$ cat src/include/dcache_defines.svh
// data cache defines: geometry, SRAM wait states and hit counter address
`ifndef DCACHE_DEFINES_SVH
`define DCACHE_DEFINES_SVH

// ~~~~~~~~~~~~~~~~~~~~~~~~~~~~~~
// cache geometry
// ~~~~~~~~~~~~~~~~~~~~~~~~~~~~~~
`define DC_SETS        8            // sets per way
`define DC_IDX_W       3            // log2 of sets
`define DC_TAG_W       26           // 32 - idx - block offset - byte offset

// ~~~~~~~~~~~~~~~~~~~~~~~~~~~~~~
// memory timing
// ~~~~~~~~~~~~~~~~~~~~~~~~~~~~~~
`define DC_WAIT_STATES 2            // extra cycles per SRAM access, 0 or more

// ~~~~~~~~~~~~~~~~~~~~~~~~~~~~~~
// halt dump
// ~~~~~~~~~~~~~~~~~~~~~~~~~~~~~~
`define DC_CNT_ADDR    32'h0000_3100 // hit counter lands here after flush

`endif

$ cat src/hdl/dcache_pkg.sv
// data cache package: word and field types, port structs and cache FSM states
`include "dcache_defines.svh"

package dcache_pkg;

	typedef logic [31:0]            word_t;
	typedef logic [`DC_TAG_W-1:0]   tag_t;
	typedef logic [`DC_IDX_W-1:0]   idx_t;

	typedef enum logic [3:0] {
		IDLE,
		WB1,        // victim word 0
		WB2,        // victim word 1
		LD1,
		LD2,
		CLEAN,      // walks the sets on halt
		FLUSH1,
		FLUSH2,
		CNT_WR,
		HALTED
	} dc_state_t;

	// datapath side
	typedef struct packed {
		logic  ren;
		logic  wen;
		word_t addr;
		word_t store;
	} dc_req_t;

	typedef struct packed {
		logic  hit;
		word_t load;
	} dc_rsp_t;

	// memory side
	typedef struct packed {
		logic  ren;
		logic  wen;
		word_t addr;
		word_t store;
	} mem_req_t;

	typedef struct packed {
		logic  dwait;
		word_t load;
	} mem_rsp_t;

endpackage

$ cat src/hdl/dcache.sv
// data cache: two-way set-associative write-back cache with refill, flush on halt and hit counter
`timescale 1ns/100ps
`include "dcache_defines.svh"

module dcache (
	input  logic                 CLK,
	input  logic                 nRST,
	input  dcache_pkg::dc_req_t  req_i,
	input  logic                 halt_i,
	output dcache_pkg::dc_rsp_t  rsp_o,
	output dcache_pkg::mem_req_t mem_req_o,
	input  dcache_pkg::mem_rsp_t mem_rsp_i,
	output logic                 flushed_o
);

	typedef struct packed {
		logic                    valid;
		logic                    dirty;
		dcache_pkg::tag_t        tag;
		dcache_pkg::word_t [1:0] data;
	} frame_t;

	// ~~~~~~~~~~~~~~~~~~~~~~~~~~~~~~
	// storage
	// ~~~~~~~~~~~~~~~~~~~~~~~~~~~~~~
	dcache_pkg::dc_state_t   state_q, state_d;
	logic                    valid_q [2][`DC_SETS];
	logic                    dirty_q [2][`DC_SETS];
	logic                    lru_q [`DC_SETS];      // way to evict next
	dcache_pkg::tag_t        tag_q [2][`DC_SETS];
	dcache_pkg::word_t [1:0] data_q [2][`DC_SETS];
	logic signed [31:0]      cnt_q, cnt_d;          // hits minus misses
	logic [`DC_IDX_W:0]      fidx_q, fidx_d;        // msb set when walk done

	dcache_pkg::tag_t        a_tag;
	dcache_pkg::idx_t        a_idx;
	logic                    a_blk;
	dcache_pkg::idx_t        f_idx;
	frame_t                  way_f [2];
	frame_t                  fl_f;
	logic                    access, match0, match1, hit, miss;
	logic                    hit_way, vict, fl_way;
	logic                    mem_done, second;
	logic                    fill_wr, fill_end, flush_end;

	assign a_tag  = req_i.addr[31 -: `DC_TAG_W];
	assign a_idx  = req_i.addr[3 +: `DC_IDX_W];
	assign a_blk  = req_i.addr[2];       // byte offset ignored
	assign f_idx  = fidx_q[`DC_IDX_W-1:0];

	assign vict   = lru_q[a_idx];
	assign fl_way = !dirty_q[0][f_idx];  // way 0 first

	always_comb
	begin
		for (int w = 0; w < 2; w++)
		begin
			way_f[w].valid = valid_q[w][a_idx];
			way_f[w].dirty = dirty_q[w][a_idx];
			way_f[w].tag   = tag_q[w][a_idx];
			way_f[w].data  = data_q[w][a_idx];
		end
		fl_f.valid = valid_q[fl_way][f_idx];
		fl_f.dirty = dirty_q[fl_way][f_idx];
		fl_f.tag   = tag_q[fl_way][f_idx];
		fl_f.data  = data_q[fl_way][f_idx];
	end

	// ~~~~~~~~~~~~~~~~~~~~~~~~~~~~~~
	// lookup
	// ~~~~~~~~~~~~~~~~~~~~~~~~~~~~~~
	assign access  = req_i.ren || req_i.wen;
	assign match0  = way_f[0].valid && (way_f[0].tag == a_tag);
	assign match1  = way_f[1].valid && (way_f[1].tag == a_tag);
	assign hit     = (state_q == dcache_pkg::IDLE) && access && (match0 || match1);
	assign miss    = (state_q == dcache_pkg::IDLE) && access && !(match0 || match1);
	assign hit_way = match1;

	assign rsp_o.hit  = hit;
	assign rsp_o.load = way_f[hit_way].data[a_blk];
	assign flushed_o  = (state_q == dcache_pkg::HALTED);

	assign mem_done  = !mem_rsp_i.dwait;
	assign second    = (state_q == dcache_pkg::WB2) || (state_q == dcache_pkg::LD2) ||
		(state_q == dcache_pkg::FLUSH2);
	assign fill_wr   = ((state_q == dcache_pkg::LD1) || (state_q == dcache_pkg::LD2)) && mem_done;
	assign fill_end  = (state_q == dcache_pkg::LD2) && mem_done;
	assign flush_end = (state_q == dcache_pkg::FLUSH2) && mem_done;

	// ~~~~~~~~~~~~~~~~~~~~~~~~~~~~~~
	// FSM
	// ~~~~~~~~~~~~~~~~~~~~~~~~~~~~~~
	always_comb
	begin
		state_d = state_q;
		fidx_d  = fidx_q;
		cnt_d   = cnt_q;
		case (state_q)
			dcache_pkg::IDLE:
			begin
				if (hit)
					cnt_d = cnt_q + 1;
				if (miss)
				begin
					cnt_d   = cnt_q - 1;
					state_d = way_f[vict].dirty ? dcache_pkg::WB1 : dcache_pkg::LD1;
				end
				else if (halt_i)
					state_d = dcache_pkg::CLEAN;
			end
			dcache_pkg::WB1:
				if (mem_done) state_d = dcache_pkg::WB2;
			dcache_pkg::WB2:
				if (mem_done) state_d = dcache_pkg::LD1;
			dcache_pkg::LD1:
				if (mem_done) state_d = dcache_pkg::LD2;
			dcache_pkg::LD2:
				if (mem_done) state_d = dcache_pkg::IDLE;   // hit on retry
			dcache_pkg::CLEAN:
			begin
				if (fidx_q[`DC_IDX_W])
					state_d = dcache_pkg::CNT_WR;
				else if (fl_f.dirty)
					state_d = dcache_pkg::FLUSH1;
				else
					fidx_d = fidx_q + 1'b1;                 // set is clean
			end
			dcache_pkg::FLUSH1:
				if (mem_done) state_d = dcache_pkg::FLUSH2;
			dcache_pkg::FLUSH2:
				if (mem_done) state_d = dcache_pkg::CLEAN;  // same set again
			dcache_pkg::CNT_WR:
				if (mem_done) state_d = dcache_pkg::HALTED;
			dcache_pkg::HALTED:
				state_d = dcache_pkg::HALTED;
			default:
				state_d = dcache_pkg::IDLE;
		endcase
	end

	// memory request
	always_comb
	begin
		mem_req_o = '0;
		case (state_q)
			dcache_pkg::WB1, dcache_pkg::WB2:
			begin
				mem_req_o.wen   = 1'b1;
				mem_req_o.addr  = {way_f[vict].tag, a_idx, second, 2'b00};
				mem_req_o.store = way_f[vict].data[second];
			end
			dcache_pkg::LD1, dcache_pkg::LD2:
			begin
				mem_req_o.ren  = 1'b1;
				mem_req_o.addr = {a_tag, a_idx, second, 2'b00};
			end
			dcache_pkg::FLUSH1, dcache_pkg::FLUSH2:
			begin
				mem_req_o.wen   = 1'b1;
				mem_req_o.addr  = {fl_f.tag, f_idx, second, 2'b00};
				mem_req_o.store = fl_f.data[second];
			end
			dcache_pkg::CNT_WR:
			begin
				mem_req_o.wen   = 1'b1;
				mem_req_o.addr  = `DC_CNT_ADDR;
				mem_req_o.store = dcache_pkg::word_t'(cnt_q);
			end
			default:
				mem_req_o = '0;
		endcase
	end

	// ~~~~~~~~~~~~~~~~~~~~~~~~~~~~~~
	// registers
	// ~~~~~~~~~~~~~~~~~~~~~~~~~~~~~~
	always_ff @(posedge CLK, negedge nRST)
	begin
		if (!nRST)
		begin
			state_q <= dcache_pkg::IDLE;
			fidx_q  <= '0;
			cnt_q   <= '0;
			for (int s = 0; s < `DC_SETS; s++)
			begin
				valid_q[0][s] <= 1'b0;
				valid_q[1][s] <= 1'b0;
				dirty_q[0][s] <= 1'b0;
				dirty_q[1][s] <= 1'b0;
				lru_q[s]      <= 1'b0;
			end
		end
		else
		begin
			state_q <= state_d;
			fidx_q  <= fidx_d;
			cnt_q   <= cnt_d;
			if (hit)
				lru_q[a_idx] <= !hit_way;           // other way becomes victim
			if (hit && req_i.wen)
				dirty_q[hit_way][a_idx] <= 1'b1;
			if (fill_end)
			begin
				valid_q[vict][a_idx] <= 1'b1;
				dirty_q[vict][a_idx] <= 1'b0;
			end
			if (flush_end)
				dirty_q[fl_way][f_idx] <= 1'b0;
		end
	end

	always_ff @(posedge CLK)
	begin
		if (hit && req_i.wen)
			data_q[hit_way][a_idx][a_blk] <= req_i.store;
		if (fill_wr)
			data_q[vict][a_idx][second] <= mem_rsp_i.load;
		if (fill_end)
			tag_q[vict][a_idx] <= a_tag;
	end

	// ~~~~~~~~~~~~~~~~~~~~~~~~~~~~~~
	// checks
	// ~~~~~~~~~~~~~~~~~~~~~~~~~~~~~~
	property p_req_stable;
		@(posedge CLK) disable iff (!nRST)
		(mem_req_o.ren || mem_req_o.wen) && mem_rsp_i.dwait |=> $stable(mem_req_o);
	endproperty

	a_req_stable: assert property (p_req_stable);
	a_no_rw:      assert property (@(posedge CLK) disable iff (!nRST)
		!(mem_req_o.ren && mem_req_o.wen));
	// no hit while a memory access is still pending
	a_hit_idle:   assert property (@(posedge CLK) disable iff (!nRST)
		rsp_o.hit |-> !mem_rsp_i.dwait);
	a_fl_valid:   assert property (@(posedge CLK) disable iff (!nRST)
		(state_q == dcache_pkg::FLUSH1) |-> fl_f.valid);  // only valid frames written back

endmodule

$ cat src/hdl/dcache_top.sv
// data cache top: cache and wait-state memory controller between datapath and SRAM
`timescale 1ns/100ps

module dcache_top (
	input  logic                CLK,
	input  logic                nRST,
	input  dcache_pkg::dc_req_t req_i,
	input  logic                halt_i,
	output dcache_pkg::dc_rsp_t rsp_o,
	output logic                flushed_o,
	output logic                sram_ren_o,
	output logic                sram_wen_o,
	output dcache_pkg::word_t   sram_addr_o,
	output dcache_pkg::word_t   sram_wdata_o,
	input  dcache_pkg::word_t   sram_rdata_i
);

	dcache_pkg::mem_req_t mem_req;
	dcache_pkg::mem_rsp_t mem_rsp;

	dcache dcache_i (
		.CLK       (CLK),
		.nRST      (nRST),
		.req_i     (req_i),
		.halt_i    (halt_i),
		.rsp_o     (rsp_o),
		.mem_req_o (mem_req),
		.mem_rsp_i (mem_rsp),
		.flushed_o (flushed_o)
	);

	mem_ctrl mem_ctrl_i (
		.CLK          (CLK),
		.nRST         (nRST),
		.req_i        (mem_req),
		.rsp_o        (mem_rsp),
		.sram_ren_o   (sram_ren_o),
		.sram_wen_o   (sram_wen_o),
		.sram_addr_o  (sram_addr_o),
		.sram_wdata_o (sram_wdata_o),
		.sram_rdata_i (sram_rdata_i)
	);

endmodule

$ cat src/hdl/mem_ctrl.sv
// memory controller: holds dwait for the wait states of each access and strobes a synchronous SRAM
`timescale 1ns/100ps
`include "dcache_defines.svh"

module mem_ctrl (
	input  logic                 CLK,
	input  logic                 nRST,
	input  dcache_pkg::mem_req_t req_i,
	output dcache_pkg::mem_rsp_t rsp_o,
	output logic                 sram_ren_o,
	output logic                 sram_wen_o,
	output dcache_pkg::word_t    sram_addr_o,
	output dcache_pkg::word_t    sram_wdata_o,
	input  dcache_pkg::word_t    sram_rdata_i
);

	typedef enum logic [1:0] {IDLE, WAIT, DONE} mc_state_t;

	localparam int CNT_W = $clog2(`DC_WAIT_STATES + 2);

	mc_state_t         state_q, state_d;
	logic [CNT_W-1:0]  cnt_q, cnt_d;
	logic [CNT_W-1:0]  need;          // cycles still owed after the strobe
	logic              access;
	logic              rd_fresh_q;    // sram data shows up this cycle
	dcache_pkg::word_t rdata_q;

	assign access = req_i.ren || req_i.wen;
	assign need   = CNT_W'(`DC_WAIT_STATES) + CNT_W'(req_i.ren);

	// strobe only in the first cycle of an access
	assign sram_ren_o   = (state_q == IDLE) && req_i.ren;
	assign sram_wen_o   = (state_q == IDLE) && req_i.wen;
	assign sram_addr_o  = req_i.addr;
	assign sram_wdata_o = req_i.store;

	assign rsp_o.dwait = ((state_q == IDLE) && access && (need != '0)) || (state_q == WAIT);
	assign rsp_o.load  = rd_fresh_q ? sram_rdata_i : rdata_q;

	always_comb
	begin
		state_d = state_q;
		cnt_d   = cnt_q;
		case (state_q)
			IDLE:
			begin
				if (access && (need == CNT_W'(1)))
					state_d = DONE;
				else if (access && (need != '0))
				begin
					state_d = WAIT;
					cnt_d   = need - CNT_W'(2);
				end
			end
			WAIT:
			begin
				if (cnt_q == '0)
					state_d = DONE;
				else
					cnt_d = cnt_q - 1'b1;
			end
			default:
				state_d = IDLE;   // DONE lasts one cycle
		endcase
	end

	always_ff @(posedge CLK, negedge nRST)
	begin
		if (!nRST)
		begin
			state_q    <= IDLE;
			cnt_q      <= '0;
			rd_fresh_q <= 1'b0;
		end
		else
		begin
			state_q    <= state_d;
			cnt_q      <= cnt_d;
			rd_fresh_q <= sram_ren_o;
		end
	end

	always_ff @(posedge CLK)
	begin
		if (rd_fresh_q)
			rdata_q <= sram_rdata_i;
	end

	// a new strobe only follows a cycle with no pending access
	a_one_strobe: assert property (@(posedge CLK) disable iff (!nRST)
		(sram_ren_o || sram_wen_o) |-> !$past(rsp_o.dwait));

endmodule

$ cat config.mk
export PLATFORM = sky130hd
export DESIGN_NAME = dcache_top
export DESIGN_NICKNAME = d
export VERILOG_FILES = /design/src/hdl/dcache_pkg.sv /design/src/hdl/dcache.sv /design/src/hdl/dcache_top.sv /design/src/hdl/mem_ctrl.sv
export VERILOG_INCLUDE_DIRS = /design/src /design/src/include
export SDC_FILE = /design/constraint.sdc
export NUM_CORES = 2
export LEC_CHECK = 0
export BUFFER_PORTS_ARGS = -buffer_cell sky130_fd_sc_hd__buf_2
export CORE_UTILIZATION = 35
export CTS_CLUSTER_DIAMETER = 50
export DETAILED_ROUTE_END_ITERATION = 7
export SLEW_MARGIN = 10
export SYNTH_ARGS = -nofsm -noshare
export SYNTH_HDL_FRONTEND = slang
export SYNTH_SLANG_ARGS = --single-unit
$ cat constraint.sdc
create_clock -name CLK -period 17.65 [get_ports CLK]
set_input_delay 1.765 -clock CLK [delete_from_list [all_inputs] [get_ports CLK]]
set_output_delay 1.765 -clock CLK [all_outputs]
set_load 0.03 [all_outputs]
After elaboration in Yosys (flattened, before gate mapping)
Memory sizes are Yosys's and may differ from the RTL's.
Cells that the tools add are included.
{"block": "word_totals", "output_inout_bits": 100, "mem_bits_rw": 1440, "mem_count": 2, "wordCells": 276, "inputBits": 101, "regBits": 117}
{"block": "op_classes", "n_reduce_logical": 49, "n_mux": 117, "n_eq_ne": 27, "magnitude_cmp": 14, "bitwise_logic": 13, "add_sub_neg": 6}
{"name": "dcache_i.data_q", "words": 2, "word_bits": 512, "read_ports": 3, "rd_ports_with_merged_regs": 0, "wr": 1, "line_no": "dcache.sv:31", "source": "dcache_pkg::word_t [1:0] data_q [2][`DC_SETS];"}
{"name": "dcache_i.tag_q", "words": 2, "word_bits": 208, "read_ports": 3, "rd_ports_with_merged_regs": 0, "wr": 1, "line_no": "dcache.sv:30", "source": "dcache_pkg::tag_t tag_q [2][`DC_SETS];"}
{"cell": "512-bit 2-to-1 mux", "n": 4}
{"cell": "64-bit 2-to-1 mux", "n": 11}
{"cell": "64-bit binary-select mux with 3-bit select", "n": 3}
{"cell": "512-bit OR reduction", "n": 1}
{"cell": "64-bit demux with 3-bit select", "n": 2}
{"cell": "32-bit 2-to-1 mux", "n": 11}
{"cell": "91-bit 2-to-1 mux", "n": 3}
{"cell": "26-bit binary-select mux with 3-bit select", "n": 3}
{"cell": "208-bit 2-to-1 mux", "n": 1}
{"cell": "26-bit 2-to-1 mux", "n": 7}
{"cell": "32-bit case mux with 4 select lines", "n": 1}
{"cell": "32-bit case mux with 3 select lines", "n": 1}
{"cell": "26-bit demux with 3-bit select", "n": 1}
{"cell": "32-bit demux with 1-bit select", "n": 2}
{"cell": "26-bit equality test", "n": 2}
{"cell": "4-bit 2-to-1 mux", "n": 13}
{"cell": "16-bit 2-to-1 mux", "n": 3}
{"cell": "8-bit 2-to-1 mux", "n": 6}
{"cell": "4-bit case mux with 10 select lines", "n": 1}
{"cell": "32-bit by 2-bit adder with 32-bit output (second input constant)", "n": 1}
{"cell": "16-bit bitwise AND", "n": 2}
{"cell": "16-bit NOT", "n": 2}
{"cell": "16-bit OR", "n": 2}
{"cell": "32-bit by 2-bit subtractor with 32-bit output (second input constant)", "n": 1}
{"cell": "other kinds (41)", "n": 142}

Depth between registers and ports, before layout
{"block": "logic_depth", "depth_word": 17, "mapped_depth": 27, "mapped_depth_nobuf": 18}

Cells and area by module
Synthesis repeated with hierarchy kept, for this count alone.
{"block": "hier_totals", "cells_unflattened": 5455, "area_unflattened_um2": 75356.0}
{"module": "dcache", "cells_per_inst": 5302, "seq_area_each_um2": 45243.4, "instances": 1, "area_each_um2": 73616.9}
{"module": "mem_ctrl", "cells_per_inst": 153, "seq_area_each_um2": 765.7, "instances": 1, "area_each_um2": 1739.2}

Least setup slack after synthesis
Ideal clock, no wire load.
{"block": "synth_timing", "path_type": "in2reg", "start": "in req_i[37] (netlist bit)", "end": "reg dcache_i.cnt_q[30]", "required_ns": 17.555, "cell_stages": 24, "slack_ns": 9.910, "arrival_ns": 7.645, "setup_ns": 0.095, "n_path_buf": 6, "cell_sequence": "buf_6 -> buf_4 -> buf_2 -> buf_2 -> mux2_2 -> a221o_1 -> a22oi_1 -> xnor2_1 -> nor4_1 -> nand3_1 -> a2bb2o_4 -> buf_12 -> buf_12 -> nor2_1 -> ha_1 -> a21o_1 -> a21o_1 -> a211oi_1 -> o21ai_0 -> and2_1 -> o2bb2ai_1 -> o2111a_1 -> o31a_1 -> o31ai_1"}
{"block": "synth_between", "elab_chain_cells": 11, "elab_cells_between_ends": 24, "classes_between": "eq/ne (2); mux (13); bitwise (1); reduce/logical (8)"}
{"element": "from (decl)", "line_no": "dcache_top.sv:7", "source": "input dcache_pkg::dc_req_t req_i,"}
{"element": "3-bit NOT with 4-bit output (not written as such) (*)", "line_no": "dcache.sv:58, dcache.sv:60"}
{"element": "26-bit binary-select mux with 3-bit select", "line_no": "dcache.sv:60", "source": "way_f[w].tag = tag_q[w][a_idx];"}
{"element": "26-bit 2-to-1 mux (not written as such) (2 in series)", "line_no": "dcache.sv:60"}
{"element": "26-bit equality test (on tied branches)", "line_no": "dcache.sv:73, dcache.sv:74"}
{"element": "1-bit logical AND (on tied branches)", "line_no": "dcache.sv:73, dcache.sv:74"}
{"element": "1-bit logical OR (*)", "line_no": "dcache.sv:75, dcache.sv:76"}
{"element": "1-bit zero test", "line_no": "dcache.sv:76", "source": "assign miss = (state_q == dcache_pkg::IDLE) && access && !(match0 || match1);"}
{"element": "1-bit logical AND", "line_no": "dcache.sv:76"}
{"element": "2-bit nonzero test (no source line)"}
{"element": "2-bit AND reduction (no source line)"}
{"element": "to (signal assigned)", "line_no": "dcache.sv:197", "source": "cnt_q <= cnt_d;"}
{"element": "to (decl)", "line_no": "dcache.sv:32", "source": "logic signed [31:0] cnt_q, cnt_d;"}
Every way passes the cells marked *; elsewhere a longest branch is shown, timed or not. The select of a mux whose other input is x is not followed.
A chain may end at the register's enable or synchronous reset.

==> results.txt <==
Outcome: finished, violations left
Failing checks: DRC
RSZ-0062 raised after global routing: false
Worst Path Arrival: 8.46 ns
Synth Area in Simple Gates: 0.0789
Root Buffer: clkbuf_16
IO Pins: 201
Design Area, Final: 0.0854 mm^2
Met2 Resource Use GR: 0.412
Multi-input gate area: 0.0274 mm^2
Sequential cell area fraction in the yosys report: 0.615
Residual DRC count: 17
Synth Register Bits: 1557
EDFF count, synth: 1440
Site Rows: 169
Fin. Hold Viols: 0
Hold_sp: dcache_i.valid_q[4]
CP top delay family: buffers and inverters
Antenna viol nets, final: 0
Initial antenna violation count: 24
Achievable clock frequency: 97.8 MHz
Hold Path Class: flip-flop to flip-flop
Vias in the first global route: 53400
Setup violators final: 0
Chip height: 464 um
Final Max Slew Viols: 0
Die width: 464 um
Post-CTS Setup Bufs: 0
Top FF cell, synth: edfxtp_1
Cells after Synth: 5335
Via Count: 56300
Max incr delay on CP: 0.94 ns
Worst-Margin Slew: 1.31 ns
Cell Area, Synth: 0.0748 mm^2
Largest family of logic cells by synthesized area: multiplexers
Resize count post-CTS: 0
Htree depth: 4
Full die area: 0.216 mm^2
Clk_skew: 0.0620 ns
LEAKAGE: 0.0282 uW
CTS clock-pin slew for the worst setup and hold paths: 0.06 ns
Area post-placement: 0.0793 mm^2
Yosys warns: 0
Worst Setup SP: req_i[35]
Post-synthesis adder-cell area fraction: 0.00562
CP max-delay cell: and2_1
Post-synthesis share of cell area spent on xor and xnor gates: 0.00808
Vias/cell: 6.69
Layout area overhead: 14.2%
Compound-Gate Fraction of Synth Area: 0.121
Crit path kind: input pin to primary output
First-pass GRT wire length: 418000 um
Final #Nets: 5565
CTS tree: yes
Post-DP HPWL: 169000 um
Commonest non-fill, non-tap cell in the layout: edfxtp_1
Clock Path Buffers: 3
Worst vdd ir: 0.202 mV
Most frequent cells in the layout: edfxtp_1, nand2_1, a22oi_1, mux4_2, mux2i_1
Syn Area/Cell: 14.0 um^2
Reg area: 0.0460 mm^2
Buf/Inv on CP: 6
Post-synth cell types: 90
Max-slew headroom: 0.121
Routed WL per cell: 35.9 um
Drt pass-1 iters: 8
Pin count of the biggest net entering global routing: 155
RD Place Congestion: 0.935
DRT iter0 DRCs: 9423
CP Capture Type: primary output
Clk_lat worst skew: 0.86 ns
Min Tclk post-route: 10.23 ns
Fillers: 19400
CTS Sinks: 1557
Post-CTS Hold Fix Bufs: 0
Core Region: 0.212 mm^2
Crit path top cell by count: buf_4
Asr flop ratio synth: 0.0546
Met3 usage: 0.0707
Mux share of post-synthesis cell area: 0.144
Maximum fanout along the worst path: 30
Tcrit/Tclk final: 0.580
Port-buffer cells: 196
Starting density of the core: 0.352
Ratio of cells with drive above 1 in the final layout: 0.221
Tot GR Track Use: 0.273
Reg2reg start: dcache_i.tag_q[0][40]
Top Usage Layer GRT: met2
Cell Chain, Critical Path: buf_6 > buf_4 > buf_4 > and2_1 > buf_4 > a22oi_1 > o22ai_1 > xor2_1 > or4_1 > nor3_4 > and2_2 > buf_4 > mux4_2 > buf_2
Critical path data required time: 15.88 ns
Global-route met1 utilization: 0.352
Max cap viols: 0
Final wirelength: 302000 um
Crit path launch type: input pin
Cts bufs inserted: 174
P per Cell Area: 167 mW/mm^2
Post-route setup TNS: 0 ns
Total global routing overflow: 0
[state kept, by name, indices dropped and copies added, names as in the netlist, 2 cells and up]
| name | cells |
|---|---|
| mem_ctrl_i.cnt_q | 2 |
| mem_ctrl_i.state_q | 2 |
| dcache_i.dirty_q | 16 |
| mem_ctrl_i.rdata_q | 32 |
| dcache_i.valid_q | 16 |
| dcache_i.fidx_q | 4 |
| dcache_i.data_q | 1024 |
| dcache_i.state_q | 4 |
| dcache_i.cnt_q | 32 |
| dcache_i.lru_q | 8 |
| dcache_i.tag_q | 416 |
[synthesized netlist by cell type, types with 49 or more instances]
cell type | n | share of area
a21oi_1 | 133 | 0.0089
a221o_1 | 53 | 0.0071
a221oi_1 | 129 | 0.015
a22o_1 | 49 | 0.0057
a22oi_1 | 323 | 0.032
a31oi_1 | 75 | 0.0063
a32oi_1 | 89 | 0.010
buf_1 | 57 | 0.0029
buf_2 | 97 | 0.0065
clkbuf_1 | 242 | 0.012
dfrtp_1 | 85 | 0.028
edfxtp_1 | 1440 | 0.58
mux2_2 | 164 | 0.025
mux2i_1 | 237 | 0.032
mux4_2 | 288 | 0.087
nand2_1 | 605 | 0.030
nand3_1 | 171 | 0.011
nand4_1 | 90 | 0.0075
nor2_1 | 229 | 0.011
o21ai_0 | 119 | 0.0080
o22ai_1 | 51 | 0.0043
[through the flow]
step | std cells | total power [uW] | utilization | hold slack [ns] | worst slack, ns
finish | 8418 | 14300 | 0.402 | 0.460 | 7.42
global route | 8405 | 14700 | 0.402 | 0.471 | 7.57
CTS | 8400 | 14100 | 0.402 | 0.463 | 7.74
detailed placement | 8076 | 10300 | 0.373 | 0.449 | 7.73
global placement | 8076 | 10200 | 0.373 | 0.445 | 7.73
floorplan | 5336 | 8400 | - | 0.434 | 9.91
[cell families after synthesis]
kind of cell | after synthesis
compound gates | 1224
xor+xnor | 69
fa+ha+maj | 33
buf+inv | 459
flops | 1557
mux | 694
other cells | 1
simple gates | 1298
[cell type report]
cell class / instances / share of cell area
clock inverter: 122 / 0.0171
inverter: 29 / 0.00133
tap: 2821 / 0.0413
clock buffer: 202 / 0.0544
antenna: 18 / 0.000527
multi-input combinational: 3320 / 0.321
sequential: 1557 / 0.539
timing repair buffer: 349 / 0.0260
[power breakdown]
part	switching, uW	internal [uW]
clock network	1620	2250
registers	142	4280
logic	3920	2040
total	5690	8580
[final timing paths]
| kind | to | slack (ns) | cells after the start |
|---|---|---|---|
| min | dcache_i.valid_q[4] | 0.46 | 1 |
| min in group asynchronous | dcache_i.dirty_q[5] | 0.90 | 1 |
| min reg2reg | dcache_i.valid_q[4] | 0.46 | 1 |
| max | rsp_o[29] | 7.42 | 14 |
| max in group asynchronous | dcache_i.cnt_q[17] | 15.57 | 2 |
| max reg2reg | dcache_i.cnt_q[30] | 11.39 | 18 |
[layer usage]
layer	share of wire	vias to the layer above	wire [um]
li1	-	21900	-
met1	0.36	28300	108000
met2	0.44	5044	132000
met3	0.14	1136	41100
met4	0.071	12	21600
met5	0.00028	-	84
Power figures use the tool's default switching activity.
